==> src/logic/bpu_pkg.sv <==
// shared widths, jump-type codes and counter constants for the branch predictor and its testbench
`default_nettype none

package bpu_pkg;

  // address and instruction word widths
  localparam int pc_width = 32;
  localparam int word_width = pc_width - 2;

  // four instructions per fetch group
  localparam int group_slots = 4;
  localparam int slot_bits = 2;

  // 2-bit saturating prediction counter
  localparam int ctr_width = 2;
  localparam logic [ctr_width-1:0] ctr_alloc = 2'd2;
  localparam logic [ctr_width-1:0] ctr_taken_min = 2'd2;

  // jump-type codes stored with each table entry
  localparam int jt_width = 2;
  localparam logic [jt_width-1:0] jt_branch = 2'd0;
  // call pushes pc + 4 on the return stack
  localparam logic [jt_width-1:0] jt_call = 2'd1;
  // return takes its target from the stack top
  localparam logic [jt_width-1:0] jt_return = 2'd2;
  localparam logic [jt_width-1:0] jt_jump = 2'd3;

endpackage

`default_nettype wire

==> src/logic/return_stack.sv <==
// circular return-address stack, pushed by resolved calls and popped by predicted returns
`timescale 1ns/1ps
`default_nettype none

module return_stack #(
  parameter int ras_depth = 8
) (
  input  wire                             clk,
  input  wire                             reset,
  input  wire                             ras_pop,
  input  wire                             res0_valid,
  input  wire                             res0_taken,
  input  wire  [bpu_pkg::jt_width-1:0]    res0_type,
  input  wire  [bpu_pkg::pc_width-1:0]    res0_pc,
  input  wire                             res1_valid,
  input  wire                             res1_taken,
  input  wire  [bpu_pkg::jt_width-1:0]    res1_type,
  input  wire  [bpu_pkg::pc_width-1:0]    res1_pc,
  output logic [bpu_pkg::word_width-1:0]  ras_top,
  output logic                            ras_empty
);

  localparam int ptr_bits = (ras_depth > 1) ? $clog2(ras_depth) : 1;
  localparam int cnt_bits = $clog2(ras_depth + 1);

  logic [bpu_pkg::word_width-1:0] ras_mem [ras_depth];

  logic [ptr_bits-1:0] top_q;
  logic [ptr_bits-1:0] top_pop;
  logic [ptr_bits-1:0] push0_ptr;
  logic [ptr_bits-1:0] push1_ptr;
  logic [cnt_bits-1:0] count_q;
  logic [cnt_bits-1:0] count_pop;
  logic [cnt_bits-1:0] count_push0;
  logic push0;
  logic push1;

  function automatic logic [ptr_bits-1:0] ptr_next(input logic [ptr_bits-1:0] ptr);
    return (ptr == ptr_bits'(ras_depth - 1)) ? '0 : ptr + 1'b1;
  endfunction

  function automatic logic [ptr_bits-1:0] ptr_prev(input logic [ptr_bits-1:0] ptr);
    return (ptr == '0) ? ptr_bits'(ras_depth - 1) : ptr - 1'b1;
  endfunction

  // full stack keeps its count, the oldest entry gets overwritten
  function automatic logic [cnt_bits-1:0] cnt_inc(input logic [cnt_bits-1:0] cnt);
    return (cnt == cnt_bits'(ras_depth)) ? cnt : cnt + 1'b1;
  endfunction

  assign push0 = res0_valid && res0_taken && (res0_type == bpu_pkg::jt_call);
  assign push1 = res1_valid && res1_taken && (res1_type == bpu_pkg::jt_call);

  // pop first, then res0 push, then res1 push
  assign top_pop = ras_pop ? ptr_prev(top_q) : top_q;
  assign count_pop = ras_pop ? count_q - 1'b1 : count_q;
  assign push0_ptr = ptr_next(top_pop);
  assign push1_ptr = push0 ? ptr_next(push0_ptr) : push0_ptr;
  assign count_push0 = push0 ? cnt_inc(count_pop) : count_pop;

  always_ff @(posedge clk) begin
    if (reset) begin
      top_q <= '0;
      count_q <= '0;
    end else begin
      top_q <= push1 ? push1_ptr : (push0 ? push0_ptr : top_pop);
      count_q <= push1 ? cnt_inc(count_push0) : count_push0;
    end
  end

  // return address is the call pc plus one word
  always_ff @(posedge clk) begin
    if (push0) begin
      ras_mem[push0_ptr] <= res0_pc[bpu_pkg::pc_width-1:2] + 1'b1;
    end
    if (push1) begin
      ras_mem[push1_ptr] <= res1_pc[bpu_pkg::pc_width-1:2] + 1'b1;
    end
  end

  assign ras_top = ras_mem[top_q];
  assign ras_empty = (count_q == '0);

  // selector must not predict a return from an empty stack
  a_no_pop_empty: assert property (@(posedge clk) disable iff (reset) ras_pop |-> !ras_empty)
    else $error("return stack popped while empty");

endmodule

`default_nettype wire

==> config.mk <==
export PLATFORM = sky130hd
export DESIGN_NAME = return_stack
export DESIGN_NICKNAME = d
export VERILOG_FILES = /design/src/logic/bpu_pkg.sv /design/src/logic/return_stack.sv
export SDC_FILE = /design/constraint.sdc
export NUM_CORES = 1
export LEC_CHECK = 0
export ABC_CLOCK_PERIOD_IN_PS = 5500
export BUFFER_PORTS_ARGS = -buffer_cell sky130_fd_sc_hd__clkbuf_2
export CAP_MARGIN = 10
export CORE_MARGIN = 5
export CORE_UTILIZATION = 30
export CTS_CLUSTER_DIAMETER = 60
export DETAILED_ROUTE_END_ITERATION = 10
export SLEW_MARGIN = 20
export SYNTH_ARGS = -nofsm -noshare
export SYNTH_HDL_FRONTEND = slang
export SYNTH_SLANG_ARGS = --single-unit
==> constraint.sdc <==
create_clock -name clk -period 5.5 [get_ports clk]
set_clock_uncertainty 0.05 [all_clocks]
set_input_delay 0.55 -clock clk [delete_from_list [all_inputs] [get_ports clk]]
set_output_delay 0.55 -clock clk [all_outputs]
set_load 0.005 [all_outputs]
=== After elaboration in Yosys (flattened, before gate mapping) ===
Memory sizes are Yosys's and may differ from the RTL's. A register that Yosys moved wholly into a read port is not among the register bits.
Cells that the tools add are included.

* Add/subtract/negate cells: 8
* Equal/unequal tests: 6
* Mux-type cells: 17
* Reduce and logical (&&, ||, !) cells: 6

{| class="wikitable"
|+ Operator list
! cell !! count
|-
| $add A30 B1 Y30 const B || 2
|-
| $mux W3 || 8
|-
| $mux W4 || 5
|-
| $add A4 B1 Y4 const B || 2
|-
| $eq A4 B4 Y1 const B || 2
|-
| $add A3 B1 Y3 const B || 2
|-
| $eq A3 B3 Y1 const B || 2
|-
| $eq A2 B1 Y1 const B || 2
|-
| $logic_and A1 B1 Y1 || 4
|-
| $logic_not A4 Y1 || 1
|-
| $mux W1 || 4
|-
| $sub A4 B1 Y4 const B || 1
|-
| $logic_not A3 Y1 || 1
|-
| $sub A3 B1 Y3 const B || 1
|}

* Flip-flop bits (word level): 7
* Bits in writable memories: 240
* Input port bits: 75
* Output and inout bits: 31
* Word-level logic and storage cells: 40
* Memories: 1

{| class="wikitable"
|+ Memories
! memory !! depth !! width !! rd ports !! clocked after memory_dff !! write ports !! line !! RTL
|-
| ras_mem || 8 || 30 || 1 || 1 || 2 || return_stack.sv:26 || <nowiki>logic [bpu_pkg::word_width-1:0] ras_mem [ras_depth];</nowiki>
|}

=== Longest topological paths before layout ===
* Depth in word-level cells: 10
* Depth in mapped cells: 14
* Mapped depth without buffers: 12

=== Least setup slack after synthesis ===
No wires, ideal clock.

* Path type: register -> register
* From: reg top_q[0]
* To: mem ras_mem[6][0] in the netlist's numbering (enable)
* Setup time: 0.463 ns
* Data arrival time: 4.761 ns
* Slack: 0.226 ns
* Stages on the path, launching flop included: 12
* Buffers on the path: 3
* Clock period less this slack: 5.274 ns
* Cells stage by stage: dfxtp_1 > buf_6 > clkbuf_1 > inv_1 > ha_1 > nor2b_1 > o21ai_4 > inv_4 > ha_1 > clkbuf_1 > xor2_1 > o31ai_1

{| class="wikitable"
|+ RTL lines
! what !! line !! RTL
|-
| start, declared || return_stack.sv:28 || <nowiki>logic [ptr_bits-1:0] top_q;</nowiki>
|-
| start signal, assigned || return_stack.sv:66 || <nowiki>top_q <= push1 ? push1_ptr : (push0 ? push0_ptr : top_pop);</nowiki>
|-
| end, declared || return_stack.sv:26 ||
|}

==> impl_metrics.ini <==
[timing]
min_period_over_period = 0.774
final.setup.tns_ps = 0
setup_ws_ps = 1240
setup_viol_count_final = 0
worst_margin_slew_ps = 1190
finalCriticalPeriod_ps = 4260
max-slew-margin-rel = 0.203
timing.fmax_mhz = 235
slew_viol_final = 0
grt_setup_unrepaired = false
timing_hold_violations_final = 0

[grt]
antenna_found_initial = 6
grt_use_met2 = 0.264
number_of_global_route_vias_before_repair = 8790
overall_fraction_of_global_route_tracks_in_use = 0.148
met1_capacity_usage_during_global_routing = 0.192
gr-usage-met3 = 0.0236
first_pass_grt_wire_length_mm = 57.0
globalRouteOverflowTotal = 0
grt_max_degree = 61
top_usage_layer = met2

[detailed_routing]
drt-pass1-iter-count = 5
post_drt_wl_per_cell_um = 23.2
final_antenna_net_count = 0
route.detailed.drc = 0
drt_iter0_drc = 500
detailroute.via_count = 8433
routed_wirelength_mm = 38.0
route.detailed.vias_per_inst = 5.16

[placed_design]
buffer_ports.inserted = 101
place_hpwl_mm = 24.1
placedCellCount = 1585
gp_congestion = 0.771
detailedPlace.worstSlack_ps = 1180

[setup_path]
worst_path_dominant_cell_family = buffers and inverters
critPathMaxStageDelay_ps = 870
worstPathMaxFanout = 28
worstPathBufferInverterCount = 3
crit_path_frequent_cell = sky130_fd_sc_hd__buf_4
critPathSlowestCell = sky130_fd_sc_hd__xor2_1
setup.reg_to_reg.worst_slack_ps = 1240
startpoint_type = flip-flop
cp-end-kind = flip-flop
timing.critical_path.required_ps = 5720
cp_cell_sequence = buf_4 > nand2_1 > o21ai_4 > inv_4 > ha_1 > xor2_1 > o22a_2 > buf_4 > mux2i_1
timing.critical_path.arrival_ps = 4470
setup.worst_path.class = reg -> reg

[hold_path]
hold_path.class = in -> reg

[power_and_ir_drop]
power.static_leakage_nw = 5.72
powerDensity_nw_per_um2 = 302
report.power.total_mw = 4.80
power.ir.vdd_worst_mv = 0.238

[clock_network]
tritoncts_num_sinks = 247
cts_buffer_depth = 3
clock_pin_slew_on_the_worst_setup_and_hold_paths_ps = 60
cts_setup_buffers = 0
cts-buffers-inserted = 28
tritoncts_clock_tree = built
postCtsResizedCells = 0
clk-insertion-delay-late_ps = 540
cts_max_level = 1
root_buffer = sky130_fd_sc_hd__clkbuf_16
cts_hold_buf = 0

[synth]
nets_in_the_synthesized_netlist = 1000
synth_area_per_cell_sq_um = 15.1
synth-main-ff-cell = sky130_fd_sc_hd__edfxtp_1
syn_inst = 915
synth_largest_type_area_fraction = 0.523
synth-edff-count = 240
synthesis.yosys.warnings = 0
synth.ff_latch_count = 247
post_synth_num_cell_types = 68
post_synth_instance_area_sq_um = 13800
top_area_cells_in_the_synthesized_netlist = sky130_fd_sc_hd__edfxtp_1, sky130_fd_sc_hd__mux2i_1, sky130_fd_sc_hd__mux4_2
post-synth-top-area-cell = sky130_fd_sc_hd__edfxtp_1
synth_seq_area_share = 0.533
async_reset_ff_frac = 0

[die]
die-width_um = 224
initial_core_util = 0.304
dieArea_sq_um = 50300
site_row_count = 78
pin_count = 106
floorplan_core_area_sq_um = 45400
chipHeight_um = 224

[cells_and_area]
final_common_cell = sky130_fd_sc_hd__edfxtp_1
final_util = 0.350
mostFrequentLayoutCells = sky130_fd_sc_hd__edfxtp_1, sky130_fd_sc_hd__mux2i_1, sky130_fd_sc_hd__clkbuf_2
fill_cells = 4407
layout-drive-gt1-share = 0.279
final-instance-count-excl-fill = 1635
layout.nets = 1100
area_growth_pct = 15.1

[outcome]
status = complete, no violations

[flow_run]
max_capacitance_violation_count = 0
## synth_stat cells (2+ instances only)
| library cell | number |
|---|---|
| sky130_fd_sc_hd__o21a_1 | 2 |
| sky130_fd_sc_hd__buf_6 | 10 |
| sky130_fd_sc_hd__mux2_2 | 37 |
| sky130_fd_sc_hd__and4b_1 | 2 |
| sky130_fd_sc_hd__xnor3_1 | 2 |
| sky130_fd_sc_hd__buf_2 | 16 |
| sky130_fd_sc_hd__nand4b_1 | 2 |
| sky130_fd_sc_hd__and2_1 | 4 |
| sky130_fd_sc_hd__mux4_2 | 60 |
| sky130_fd_sc_hd__ha_1 | 10 |
| sky130_fd_sc_hd__nand3_1 | 29 |
| sky130_fd_sc_hd__nor2_1 | 15 |
| sky130_fd_sc_hd__and3b_1 | 2 |
| sky130_fd_sc_hd__a211oi_1 | 3 |
| sky130_fd_sc_hd__a22o_1 | 2 |
| sky130_fd_sc_hd__nor4_1 | 5 |
| sky130_fd_sc_hd__buf_4 | 10 |
| sky130_fd_sc_hd__inv_1 | 12 |
| sky130_fd_sc_hd__edfxtp_1 | 240 |
| sky130_fd_sc_hd__and3_1 | 7 |
| sky130_fd_sc_hd__mux2i_1 | 234 |
| sky130_fd_sc_hd__nor2b_1 | 2 |
| sky130_fd_sc_hd__buf_1 | 2 |
| sky130_fd_sc_hd__xnor2_1 | 26 |
| sky130_fd_sc_hd__dfxtp_1 | 7 |
| sky130_fd_sc_hd__nor3_1 | 18 |
| sky130_fd_sc_hd__a21oi_1 | 3 |
| sky130_fd_sc_hd__nand2_1 | 25 |
| sky130_fd_sc_hd__xor2_1 | 35 |
| sky130_fd_sc_hd__o21ai_0 | 7 |
| sky130_fd_sc_hd__o211ai_1 | 3 |
| sky130_fd_sc_hd__or3_1 | 3 |
| sky130_fd_sc_hd__mux2_1 | 2 |
| sky130_fd_sc_hd__o21bai_1 | 2 |
| sky130_fd_sc_hd__clkbuf_1 | 17 |
| sky130_fd_sc_hd__or2_2 | 3 |
| sky130_fd_sc_hd__o211a_1 | 2 |
| sky130_fd_sc_hd__and4_1 | 5 |
| sky130_fd_sc_hd__nand4_1 | 20 |
## layer usage
metal / routed length, um / part of all wire
met1: 16200 / 0.43
met5: 61 / 0.0016
met3: 1790 / 0.047
met2: 19300 / 0.51
met4: 664 / 0.017
## sequential cells by signal, summed over array words and instances, names as in the netlist
| signal | cells |
|---|---|
| count_q | 4 |
| top_q | 3 |
| ras_mem | 240 |
## stage by stage
stage / hold WS (ps) / area [sq um]
after floorplan: 738 / 13800
after global placement: 816 / 15000
after detailed placement: 816 / 15000
after CTS: 226 / 15900
after global routing: 285 / 15900
final: 254 / 15900
## path summary, 6_finish.rpt
check / start / endpoint / depth (start not counted)
hold reg to reg: top_q[1] / top_q[1] / 4
setup reg to reg: top_q[0] / ras_mem[7][18] / 9
hold / removal: reset / top_q[0] / 2
setup / recovery: top_q[0] / ras_mem[7][18] / 9
## area by class of cell
| class | instances | area [sq um] | share of cell area |
|---|---|---|---|
| multi-input combinational | 600 | 6170 | 0.389 |
| inverter | 13 | 51.3 | 0.00323 |
| timing repair buffer | 125 | 686 | 0.0432 |
| sequential | 247 | 7350 | 0.463 |
| tap | 600 | 751 | 0.0473 |
| antenna | 1 | 2.50 | 0.000158 |
| clock inverter | 16 | 119 | 0.00749 |
| clock buffer | 33 | 741 | 0.0467 |
## worst register-to-register path: stages, from the launching register on
cell,delay [ps]
sky130_fd_sc_hd__dfxtp_4,340
sky130_fd_sc_hd__buf_4,470
sky130_fd_sc_hd__nand2_1,190
sky130_fd_sc_hd__o21ai_4,330
sky130_fd_sc_hd__inv_4,100
sky130_fd_sc_hd__ha_1,320
sky130_fd_sc_hd__xor2_1,870
sky130_fd_sc_hd__o22a_2,680
sky130_fd_sc_hd__buf_4,480
sky130_fd_sc_hd__mux2i_1,140
## logic make-up after synthesis
kind of cell | count (synthesis) | synth area share
muxes | 333 | 0.300
AOI/OAI and AO/OA | 44 | 0.0253
adders and majority gates | 10 | 0.00907
xor gates and xnor gates | 65 | 0.0444
DFF | 247 | 0.533
and+or+nand+nor | 148 | 0.0603
buffers and inverters | 68 | 0.0283
## where the power goes
part / internal, mW / switching (mW) / leakage (nW)
clock network: 1.01 / 0.768 / 0.423
logic: 0.369 / 0.505 / 3.07
registers: 2.13 / 0.0157 / 2.22
(Power assumes the default switching activity.)
