$ cat src/logic/bpu_pkg.sv
// shared widths, jump-type codes and counter constants for the branch predictor and its testbench
`default_nettype none

package bpu_pkg;

  // address and instruction word widths
  localparam int pc_width = 32;
  localparam int word_width = pc_width - 2;

  // four instructions per fetch group
  localparam int group_slots = 4;
  localparam int slot_bits = 2;

  // 2-bit saturating prediction counter
  localparam int ctr_width = 2;
  localparam logic [ctr_width-1:0] ctr_alloc = 2'd2;
  localparam logic [ctr_width-1:0] ctr_taken_min = 2'd2;

  // jump-type codes stored with each table entry
  localparam int jt_width = 2;
  localparam logic [jt_width-1:0] jt_branch = 2'd0;
  // call pushes pc + 4 on the return stack
  localparam logic [jt_width-1:0] jt_call = 2'd1;
  // return takes its target from the stack top
  localparam logic [jt_width-1:0] jt_return = 2'd2;
  localparam logic [jt_width-1:0] jt_jump = 2'd3;

endpackage

`default_nettype wire

$ cat src/logic/fetch_group_select.sv
// picks the first predicted-taken slot of the fetch group and forms next_pc and the slot masks
`timescale 1ns/1ps
`default_nettype none

module fetch_group_select (
  input  wire  [bpu_pkg::pc_width-1:0]     pc,
  input  wire                              fetch_valid,
  input  wire  [bpu_pkg::group_slots-1:0]  slot_hit,
  input  wire  [bpu_pkg::group_slots-1:0][bpu_pkg::jt_width-1:0]   slot_type,
  input  wire  [bpu_pkg::group_slots-1:0][bpu_pkg::word_width-1:0] slot_target,
  input  wire  [bpu_pkg::word_width-1:0]   ras_top,
  input  wire                              ras_empty,
  output logic [bpu_pkg::pc_width-1:0]     next_pc,
  output logic [bpu_pkg::group_slots-1:0]  pc_valid,
  output logic [bpu_pkg::group_slots-1:0]  pc_is_jump,
  output logic                             ras_pop
);

  localparam int group_lsb = bpu_pkg::slot_bits + 2;

  logic [bpu_pkg::slot_bits-1:0]   start_slot;
  logic [bpu_pkg::slot_bits-1:0]   sel_slot;
  logic [bpu_pkg::group_slots-1:0] start_mask;
  logic [bpu_pkg::group_slots-1:0] qualify;
  logic found;
  logic sel_is_return;

  assign start_slot = pc[group_lsb-1:2];
  assign start_mask = {bpu_pkg::group_slots{1'b1}} << start_slot;

  // returns only count while the stack has an address
  for (genvar s = 0; s < bpu_pkg::group_slots; s++) begin : g_qual
    assign qualify[s] = start_mask[s] && slot_hit[s]
                        && ((slot_type[s] != bpu_pkg::jt_return) || !ras_empty);
  end

  // lowest qualifying slot wins
  always_comb begin
    found = 1'b0;
    sel_slot = '0;
    for (int s = bpu_pkg::group_slots - 1; s >= 0; s--) begin
      if (qualify[s]) begin
        found = 1'b1;
        sel_slot = s[bpu_pkg::slot_bits-1:0];
      end
    end
  end

  assign sel_is_return = (slot_type[sel_slot] == bpu_pkg::jt_return);

  always_comb begin
    if (found) begin
      pc_is_jump = {{(bpu_pkg::group_slots - 1){1'b0}}, 1'b1} << sel_slot;
      // start slot through the jump slot
      pc_valid = start_mask
                 & ({bpu_pkg::group_slots{1'b1}} >> (bpu_pkg::group_slots - 1 - sel_slot));
      next_pc = sel_is_return ? {ras_top, 2'b00} : {slot_target[sel_slot], 2'b00};
    end else begin
      pc_is_jump = '0;
      pc_valid = start_mask;
      next_pc = {pc[bpu_pkg::pc_width-1:group_lsb] + 1'b1, {group_lsb{1'b0}}};
    end
  end

  assign ras_pop = fetch_valid && found && sel_is_return;

  // at most one jump, and it sits inside the valid slots
  always_comb begin
    a_jump_in_group: assert final ($onehot0(pc_is_jump) && ((pc_is_jump & ~pc_valid) == '0))
      else $error("bad jump slot mask %b with valid %b", pc_is_jump, pc_valid);
  end

endmodule

`default_nettype wire

$ cat config.mk
export PLATFORM = sky130hd
export DESIGN_NAME = fetch_group_select
export DESIGN_NICKNAME = d
export VERILOG_FILES = /design/src/logic/bpu_pkg.sv /design/src/logic/fetch_group_select.sv
export SDC_FILE = /design/constraint.sdc
export NUM_CORES = 1
export LEC_CHECK = 0
export ABC_AREA = 1
export BUFFER_PORTS_ARGS = -buffer_cell sky130_fd_sc_hd__buf_2
export CORE_AREA = 2 2 91 93
export DETAILED_ROUTE_END_ITERATION = 12
export DIE_AREA = 0 0 93 95
export GPL_ROUTABILITY_DRIVEN = 0
export GPL_TIMING_DRIVEN = 0
export PLACE_DENSITY_LB_ADDON = 0.1
export SYNTH_ARGS = -nofsm -noshare
export SYNTH_HDL_FRONTEND = slang
export SYNTH_SLANG_ARGS = --single-unit
$ cat constraint.sdc
create_clock -name vclk -period 3.9
set_clock_uncertainty 0.05 [all_clocks]
set_input_delay 0.78 -clock vclk [all_inputs]
set_output_delay 0.78 -clock vclk [all_outputs]
set_load 0.02 [all_outputs]
Word level (Yosys, flattened, before mapping)
Index checks and enable logic that the tools add are counted.
- input port bits: 196
- output and inout port bits: 41
- register bits after elaboration: 0
- word-level logic and storage cells: 43
- add/subtract/negate cells: 2
- order comparisons: 1
- reductions and logical operators: 15
- bitwise logic cells: 1
- mux-type cells: 16
- shifts and indexed selects: 3
- eq/ne operators: 5
- operator list (kind ; count):
    $mux 32 ; 2
    $bmux 30 s2 ; 1
    $shr 4x32->4 const A ; 1
    $mux 30 ; 1
    $add 28x1->28 const B ; 1
    $logic_and 1x1->1 ; 10
    $mux 2 ; 5
    $mux 4 ; 2
    $ne 2x2->1 const B ; 4
    $and 4x4->4 ; 1
    $bmux 2 s2 ; 1
    $logic_or 1x1->1 ; 4
    $mux 1 ; 4
    $shl 1x2->4 const A ; 1
    $shl 4x2->4 const A ; 1
    $lt 2x3->1 const B ; 1
    $sub 2x2->3 const A ; 1
    $eq 2x2->1 const B ; 1
    $logic_not 1->1 ; 1

Depth between registers and ports, before layout
Gate-level depths: netlist of run 1.
- word-level depth: 12
- gate-level depth with buffers: 16
- mapped depth without buffers: 15

Worst setup path after synthesis of run 1
No wires, ideal clock.
- kind: input port to output port
- from: input pc[2] in the netlist's numbering
- to: output next_pc[3] in the netlist's numbering
- data arrival time: 2.207 ns
- data required time: 3.070 ns
- path buffers: 1
- path slack: 0.863 ns
- stages: 12
- cell sequence: nor2_2 nand3_4 nand2_2 nor2_2 nand2_1 nand2_1 inv_2 nand2_1 nand2_2 buf_2 o21bai_1 nor2_1
- cells in the longest elaborated chain, start to end: 12
- elaborated cells between the ends (all ways): 24
- those cells by class: 1 x eq/ne; 1 x shift; 14 x mux; 8 x reduce/logical
- ends and longest elaborated chain (item ; line ; text):
    start, declared ; fetch_group_select.sv:6 ; input wire [bpu_pkg::pc_width-1:0] pc,
    $shl 4x2->4 (*) ; fetch_group_select.sv:29 ; assign start_mask = {bpu_pkg::group_slots{1'b1}} << start_slot;
    $logic_and 1x1->1 ; fetch_group_select.sv:33 ; assign qualify[s] = start_mask[s] && slot_hit[s]
    $logic_and 1x1->1 ; fetch_group_select.sv:34 ; && ((slot_type[s] != bpu_pkg::jt_return) || !ras_empty);
    $mux 2 (4 in a row) ; fetch_group_select.sv:42 ; if (qualify[s]) begin
    $bmux 2 s2 ; fetch_group_select.sv:49 ; assign sel_is_return = (slot_type[sel_slot] == bpu_pkg::jt_return);
    $mux 2 (implied by the code) ; fetch_group_select.sv:49 ;
    $eq 2x2->1 ; fetch_group_select.sv:49 ;
    $mux 32 ; fetch_group_select.sv:57 ; next_pc = sel_is_return ? {ras_top, 2'b00} : {slot_target[sel_slot], 2'b00};
    $mux 32 (*) ; fetch_group_select.sv:52 ; if (found) begin
    end, declared ; fetch_group_select.sv:13 ; output logic [bpu_pkg::pc_width-1:0] next_pc,
Every way passes the cells marked *; elsewhere a longest branch is shown, timed or not. The select of a mux whose other input is x is not followed.

Worst setup path in the final report of run 1
- from: input pc[4] in the netlist's numbering
- to: output next_pc[26] in the netlist's numbering
- cells in the longest elaborated chain, start to end: 2
- ends and longest elaborated chain (item ; line ; text):
    $add 28x1->28 ; fetch_group_select.sv:61 ; next_pc = {pc[bpu_pkg::pc_width-1:group_lsb] + 1'b1, {group_lsb{1'b0}}};
    $mux 32 ; fetch_group_select.sv:52 ;
No other way between the ends.

==> key figures, run 1 <==
Place
  – Area post-placement: around 0.0042 mm2
  – DP HPWL: between 10 and 15 mm
  – IO Port Bufs: 233

Cells and area
  – Seq_cells: 0
  – Clock buf count: 0
  – # fillers: approximately 980
  – Layout Utilization: 0.530
  – Area Overhead vs Synth: 44.8%
  – Fraction of layout cells with a size suffix above 1: 0.304
  – Area occupied by registers: 0 um2
  – Design area: 0.00421 mm2
  – Multi-input gate area: 0.00226 mm2
  – Nets@finish: 1086
  – # diodes: 0

Timing
  – Relative slew slack: 0.646
  – Fmax: approximately 280 MHz
  – Min Hold Slack: between 1.5 and 2 ns
  – Setup tns final: 0 ns
  – Slew Limit Fails: 0
  – Endpoints failing setup: 0
  – RSZ-0062 raised after global routing: no
  – Final Hold Viols: 0
  – Final period utilization: 0.908
  – Tightest Pin Transition: 0.531 ns
  – Crit path time final: 3.54 ns

Synthesis
  – Mux cell area share after synthesis: 0
  – Warnings from Yosys: 0
  – Post-synthesis sequential area ratio: 0
  – Main combinational cell family by area after synthesis: simple AND/OR/NAND/NOR gates
  – XOR/XNOR Fraction of Synth Area: 0.0241
  – Synth Cell Area: approximately 0.0029 mm2
  – Dominant cell type by area after synthesis: nand2_1
  – Number of library cell types mapped by synthesis: 30
  – Compound-Gate Fraction of Synth Area: 0.116
  – Synth Area in Simple Gates: 0.632
  – Share of the synthesized area in the top cell type: 0.345
  – Syn avg cell area: roughly 4.4 um2
  – Synth Instances: around 650
  – Synth Area in Adders: 0.00431
  – Top post-synthesis cells by area: nand2_1, inv_1, nand3_1

Die
  – Num rows: 33
  – Die Area: about 0.0088 mm2
  – Die X: a little over 90 um
  – Die Height: roughly 95 um
  – Core footprint: ~0.0079 mm2
  – Initial Util: 0.366
  – I/O pins: approximately 240

Worst setup path
  – Critical path's slowest cell: nor2_1
  – Worst Path Required: between 3 and 4 ns
  – Critical Path Source Type: input pin
  – Crit path from: pc[4]
  – Crit path max fanout: 7
  – Setup crit end kind: output port
  – Largest stage delay, worst path: ~0.24 ns
  – Data arrival, critical path: between 2 and 3 ns
  – Setup Crit Path Kind: input pin to output port
  – Critical-path cell list: buf_2 -> ha_1 -> nand2_1 -> nor2_1 -> nand2_1 -> nor2_1 -> nand3_1 -> nor2_1 -> nand2_1 -> o21bai_1 -> nand3_1 -> nand2_1 -> buf_2
  – Most used cell along the critical path: nand2_1

Power
  – Static leakage: 2.87 nW
  – Max rail drop VDD: 0.0919 mV
  – Internal power: ~0.3 mW
  – Power Density: 182 mW/mm2
  – Combinational share of power: 1.000
  – Clock share of power: 0
  – Seq pwr share: 0
  – Switching power: about 0.47 mW
  – Sw Share: 0.619

Routing
  – DR iter-0 viols: 137
  – Via density: about 4.7
  – Routed Antenna Nets: 0
  – DR pass1 iterations: 5
  – DR WL/cell: 12.2 um
  – WL final: 12.1 mm
  – DR DRC count: 0
  – Vias after detailed routing: approximately 4700

Global routing
  – GRT Total Usage: 0.259
  – GR Overflow Total: 0
  – Vias in the first global route: 4359
  – First-pass GRT wire length: ~19 mm
  – Pin count of the biggest net entering global routing: 11
  – Initial antenna violation count: 0

Flow run
  – Number of max-cap violations: 0

Hold path
  – Hold Path Class: input pin to output port
  – Hold wc startpoint: pc[2]

Clock network
  – Post_cts resized: 0
  – CTS Hold Bufs: 0
  – Setup repair bufs after CTS: 0

Run status
  – Status: finished, final reports clean
==> placed cells by master (no fill, tap or decap), drive strengths merged <==
| master | instances |
|---|---|
| clkinv | 1 |
| nor3 | 4 |
| xor2 | 4 |
| clkbuf | 5 |
| xnor2 | 4 |
| a31oi | 1 |
| a21oi | 7 |
| ha | 1 |
| nor4 | 4 |
| nand4 | 5 |
| nor2 | 62 |
| and2 | 1 |
| o21ai | 11 |
| nand3 | 86 |
| o21bai | 32 |
| nand3b | 2 |
| buf | 259 |
| conb | 2 |
| inv | 121 |
| nand2 | 271 |
| or2 | 4 |
==> synthesized netlist by cell type <==
cell type / instances
nand2_1: 267
inv_1: 117
nand3_1: 85
nor2_1: 58
o21bai_1: 32
buf_2: 15
o21ai_0: 11
a21oi_1: 7
buf_6: 6
clkbuf_1: 5
nand4_1: 5
inv_2: 4
nand2_2: 4
nor2_2: 4
nor3_1: 4
nor4_1: 4
xnor2_1: 4
xor2_1: 4
buf_1: 3
buf_4: 2
nand3b_1: 2
or2_0: 2
a31oi_1: 1
and2_1: 1
clkinv_1: 1
conb_1: 1
ha_1: 1
nand3_4: 1
or2_1: 1
or2_2: 1
==> kinds of logic after synthesis <==
kind of cell | after synthesis
adder cells (fa/ha/maj) | 1
XOR/XNOR | 8
buffers and inverters | 153
other | 1
AO/OA/AOI/OAI | 51
AND/OR/NAND/NOR | 439
==> worst max-delay path: cells and delay by family <==
kind	cells	cell delay, ns
compound gates	1	0.19
fa+ha+maj	1	0.17
buf+inv	2	0.26
simple gates	9	1.32
==> worst paths after layout <==
path | end | slack, ns | depth (start not counted)
worst max-delay path | next_pc[26] | 0.36 | 13
worst min-delay path | pc_valid[0] | 1.84 | 3
==> metal layers <==
metal  wire length (um)  share of wire  vias to the layer above  track usage
li1                   -              -                     2450            -
met1               4920           0.41                     2007        0.310
met2               5890           0.49                      226        0.513
met3               1090          0.090                       18       0.0239
met4                193          0.016                        0       0.0257
met5                  0              0                        -            0
==> metrics by stage <==
stage,power (mW),std cells,setup WS (ns)
final,0.766,992,0.359
after global routing,0.857,992,0.0677
after CTS,0.768,992,0.402
after detailed placement,0.766,992,0.418
after global placement,0.759,992,0.450
after floorplan,0.478,654,0.863
==> layout make-up <==
type | instances | area share
multi-input combinational | 501 | 0.538
timing repair buffer | 233 | 0.277
inverter | 122 | 0.109
buffer | 31 | 0.0446
tap | 105 | 0.0312
==> power by group through the flow <==
| stage | Sequential (mW) | Clock (mW) | Combinational (mW) |
|---|---|---|---|
| floorplan | 0 | 0 | 0.478 |
| global placement | 0 | 0 | 0.759 |
| detailed placement | 0 | 0 | 0.766 |
| CTS | 0 | 0 | 0.768 |
| global route | 0 | 0 | 0.857 |
| finish | 0 | 0 | 0.766 |
Power figures use the tool's default switching activity.
==> run 2: changes to the inputs <==
--- a/config.mk
+++ b/config.mk
@@ -5,11 +5,10 @@
 export SDC_FILE = /design/constraint.sdc
 export NUM_CORES = 1
 export LEC_CHECK = 0
-export ABC_AREA = 1
 export BUFFER_PORTS_ARGS = -buffer_cell sky130_fd_sc_hd__buf_2
-export CORE_AREA = 2 2 91 93
+export CORE_AREA = 2 2 93 95
 export DETAILED_ROUTE_END_ITERATION = 12
-export DIE_AREA = 0 0 93 95
+export DIE_AREA = 0 0 95 97
 export GPL_ROUTABILITY_DRIVEN = 0
 export GPL_TIMING_DRIVEN = 0
 export PLACE_DENSITY_LB_ADDON = 0.1
==> run 2 against run 1 <==
Flip-flop and latch count stayed put. Global-route usage decreased by 2.4 points. Design area down 18%. Cell count fell by 35%. Clock-buffer cell count unchanged. Synthesized area fell by 31%. Critical endpoint is now next_pc[28]. Synthesized cell count fell by 54%. Die area is 4.3% higher. Combinational power fell by 17%.
==> key figures, run 2 <==
Power
  – Seq pwr share: 0 (unchanged)
  – Combinational share of power: 1.000 (about the same)
  – Power Density: 184 mW/mm2 (+1.2%)
  – Max rail drop VDD: 0.0769 mV (-16%)
  – Switching power: 0.354 mW (-25%)
  – Static leakage: 1.73 nW (-40%)
  – Sw Share: 0.555 (-0.0643)
  – Clock share of power: 0 (unchanged)
  – Internal power: 0.284 mW (-2.8%)

Flow run
  – Number of max-cap violations: 0 (unchanged)

Run status
  – Status: finished, final reports clean

Global routing
  – First-pass GRT wire length: 17.2 mm (-8.4%)
  – GR Overflow Total: 0 (unchanged)
  – Vias in the first global route: 3356 (-23%)
  – GRT Total Usage: 0.235 (-0.0243)
  – Pin count of the biggest net entering global routing: 11 (unchanged)
  – Initial antenna violation count: 0 (unchanged)

Routing
  – DR DRC count: 0 (unchanged)
  – DR WL/cell: 17.8 um (+46%)
  – WL final: 11.5 mm (-5.3%)
  – DR iter-0 viols: 184 (+34%)
  – Routed Antenna Nets: 0 (unchanged)
  – Via density: 5.39 (+14%)
  – DR pass1 iterations: 6 (+1)
  – Vias after detailed routing: 3477 (-26%)

Synthesis
  – Post-synthesis sequential area ratio: 0 (unchanged)
  – Dominant cell type by area after synthesis: a222oi_1
  – Synth Instances: 300 (-54%)
  – Share of the synthesized area in the top cell type: 0.149 (-0.196)
  – Synth cell count leaders: a222oi_1, a22o_1, and2_1, o22ai_1
  – Number of library cell types mapped by synthesis: 44 (+47%)
  – Top post-synthesis cells by area: a222oi_1, a22o_1, and2_1
  – Most common cell in the netlist: a222oi_1
  – Warnings from Yosys: 0 (unchanged)
  – Syn avg cell area: 6.71 um2 (+51%)
  – Synth Cell Area: 0.00201 mm2 (-31%)

Worst setup path
  – Data arrival, critical path: 2.96 ns (+0.25 ns)
  – Crit path max fanout: 10 (+3)
  – Largest stage delay, worst path: 0.35 ns (+0.11 ns)
  – Setup Crit Path Kind: input pin to output port
  – Worst Path Required: 3.07 ns (about the same)
  – Most used cell along the critical path: buf_4
  – Crit path from: ras_empty
  – Critical path's slowest cell: nor4_4
  – Critical-path cell list: clkbuf_4 -> nand2_1 -> o211ai_4 -> inv_2 -> buf_6 -> nor4_4 -> buf_4 -> a222oi_1 -> and3_1 -> a211oi_1 -> buf_4
  – Critical Path Source Type: input pin
  – CP bufs+invs: 5 (+3)
  – Setup crit end kind: output port
  – Critical path's top delay family: buffers and inverters

Die
  – Num rows: 33 (unchanged)
  – Core footprint: 0.00813 mm2 (+2.6%)
  – Die Area: 0.00922 mm2 (+4.3%)
  – Die X: 95 um (+2.2%)
  – Die Height: 97 um (+2.1%)
  – Initial Util: 0.248 (-0.119)
  – I/O pins: 237 (unchanged)

Timing
  – Relative slew slack: 0.599 (-0.0472)
  – Final period utilization: 0.973 (+0.0645)
  – Slew Limit Fails: 0 (unchanged)
  – Min Hold Slack: 1.83 ns (-0.00804 ns)
  – Setup tns final: 0 ns (unchanged)
  – Final Hold Viols: 0 (unchanged)
  – Endpoints failing setup: 0 (unchanged)
  – Tightest Pin Transition: 0.601 ns (+0.0708 ns)
  – Fmax: 264 MHz (-6.6%)
  – Crit path time final: 3.79 ns (+0.252 ns)

Cells and area
  – Area Overhead vs Synth: 71.7%
  – Clock buf count: 0 (unchanged)
  – Layout Utilization: 0.425 (-0.105)
  – Nets@finish: 739 (-32%)
  – # diodes: 0 (unchanged)
  – Commonest non-fill, non-tap cell in the layout: buf_2
  – Area occupied by registers: 0 um2 (unchanged)
  – Commonest cells after routing, fill and taps aside: buf_2, a222oi_1, a22o_1
  – Multi-input gate area: 0.00189 mm2 (-16%)
  – # fillers: 918 (-5.8%)
  – Fraction of layout cells with a size suffix above 1: 0.502 (+0.197)
  – Seq_cells: 0 (unchanged)

Place
  – DP HPWL: 9.41 mm (-9.6%)
  – IO Port Bufs: 233 (unchanged)

Hold path
  – Hold wc startpoint: fetch_valid
  – Hold Path Class: input pin to output port

Clock network
  – CTS Hold Bufs: 0 (unchanged)
-- run 2: metal layers --
layer  track usage  vias up  wire length, um
li1              -     1700                -
met4        0.0167        0               84
met1         0.278     1596             4460
met5             0        -                0
met3        0.0436        5             1110
met2         0.446      176             5790
-- run 2: worst paths after layout --
path                  slack [ns]  cells past startpoint     endpoint
worst max-delay path        0.11                     11  next_pc[28]
worst min-delay path        1.83                      3      ras_pop
-- run 2: area by class of cell --
cell class,count,share of cell area
inverters,7,0.00760
multi-input cells,263,0.547
repair buffers,239,0.353
plain buffers,31,0.0550
well taps,105,0.0380
-- run 2: cells by family after synthesis --
group                      Yosys count  synth area share
AOI/OAI and AO/OA                  128             0.502
and+or+nand+nor                    107             0.295
buffers and inverters               38            0.0858
xor gates and xnor gates            25             0.109
adders and majority gates            1           0.00621
other                                1           0.00186
-- run 2: what timing repair did --
| action | in CTS | in global routing |
|---|---|---|
| endpoints found under the setup margin | 31 | 31 |
| pin swaps | 1 | 6 |
| gates resized for setup | 10 | 36 |
| buffers inserted | 1 | 5 |
-- run 2: power by group through the flow --
stage / Combinational, mW / Clock, mW / Sequential (mW)
detailed placement: 0.610 / 0 / 0
CTS: 0.617 / 0 / 0
finish: 0.637 / 0 / 0
global placement: 0.604 / 0 / 0
global route: 0.697 / 0 / 0
floorplan: 0.353 / 0 / 0
-- run 2: metrics by stage --
step	instances	instance area, um2	total power [mW]	worst slack, ns
finish	645	3460	0.637	0.107
floorplan	301	2020	0.353	0.322
global route	645	3460	0.697	-0.0139
CTS	640	3340	0.617	-0.00102
detailed placement	639	3310	0.610	-0.307
global placement	639	3310	0.604	-0.239
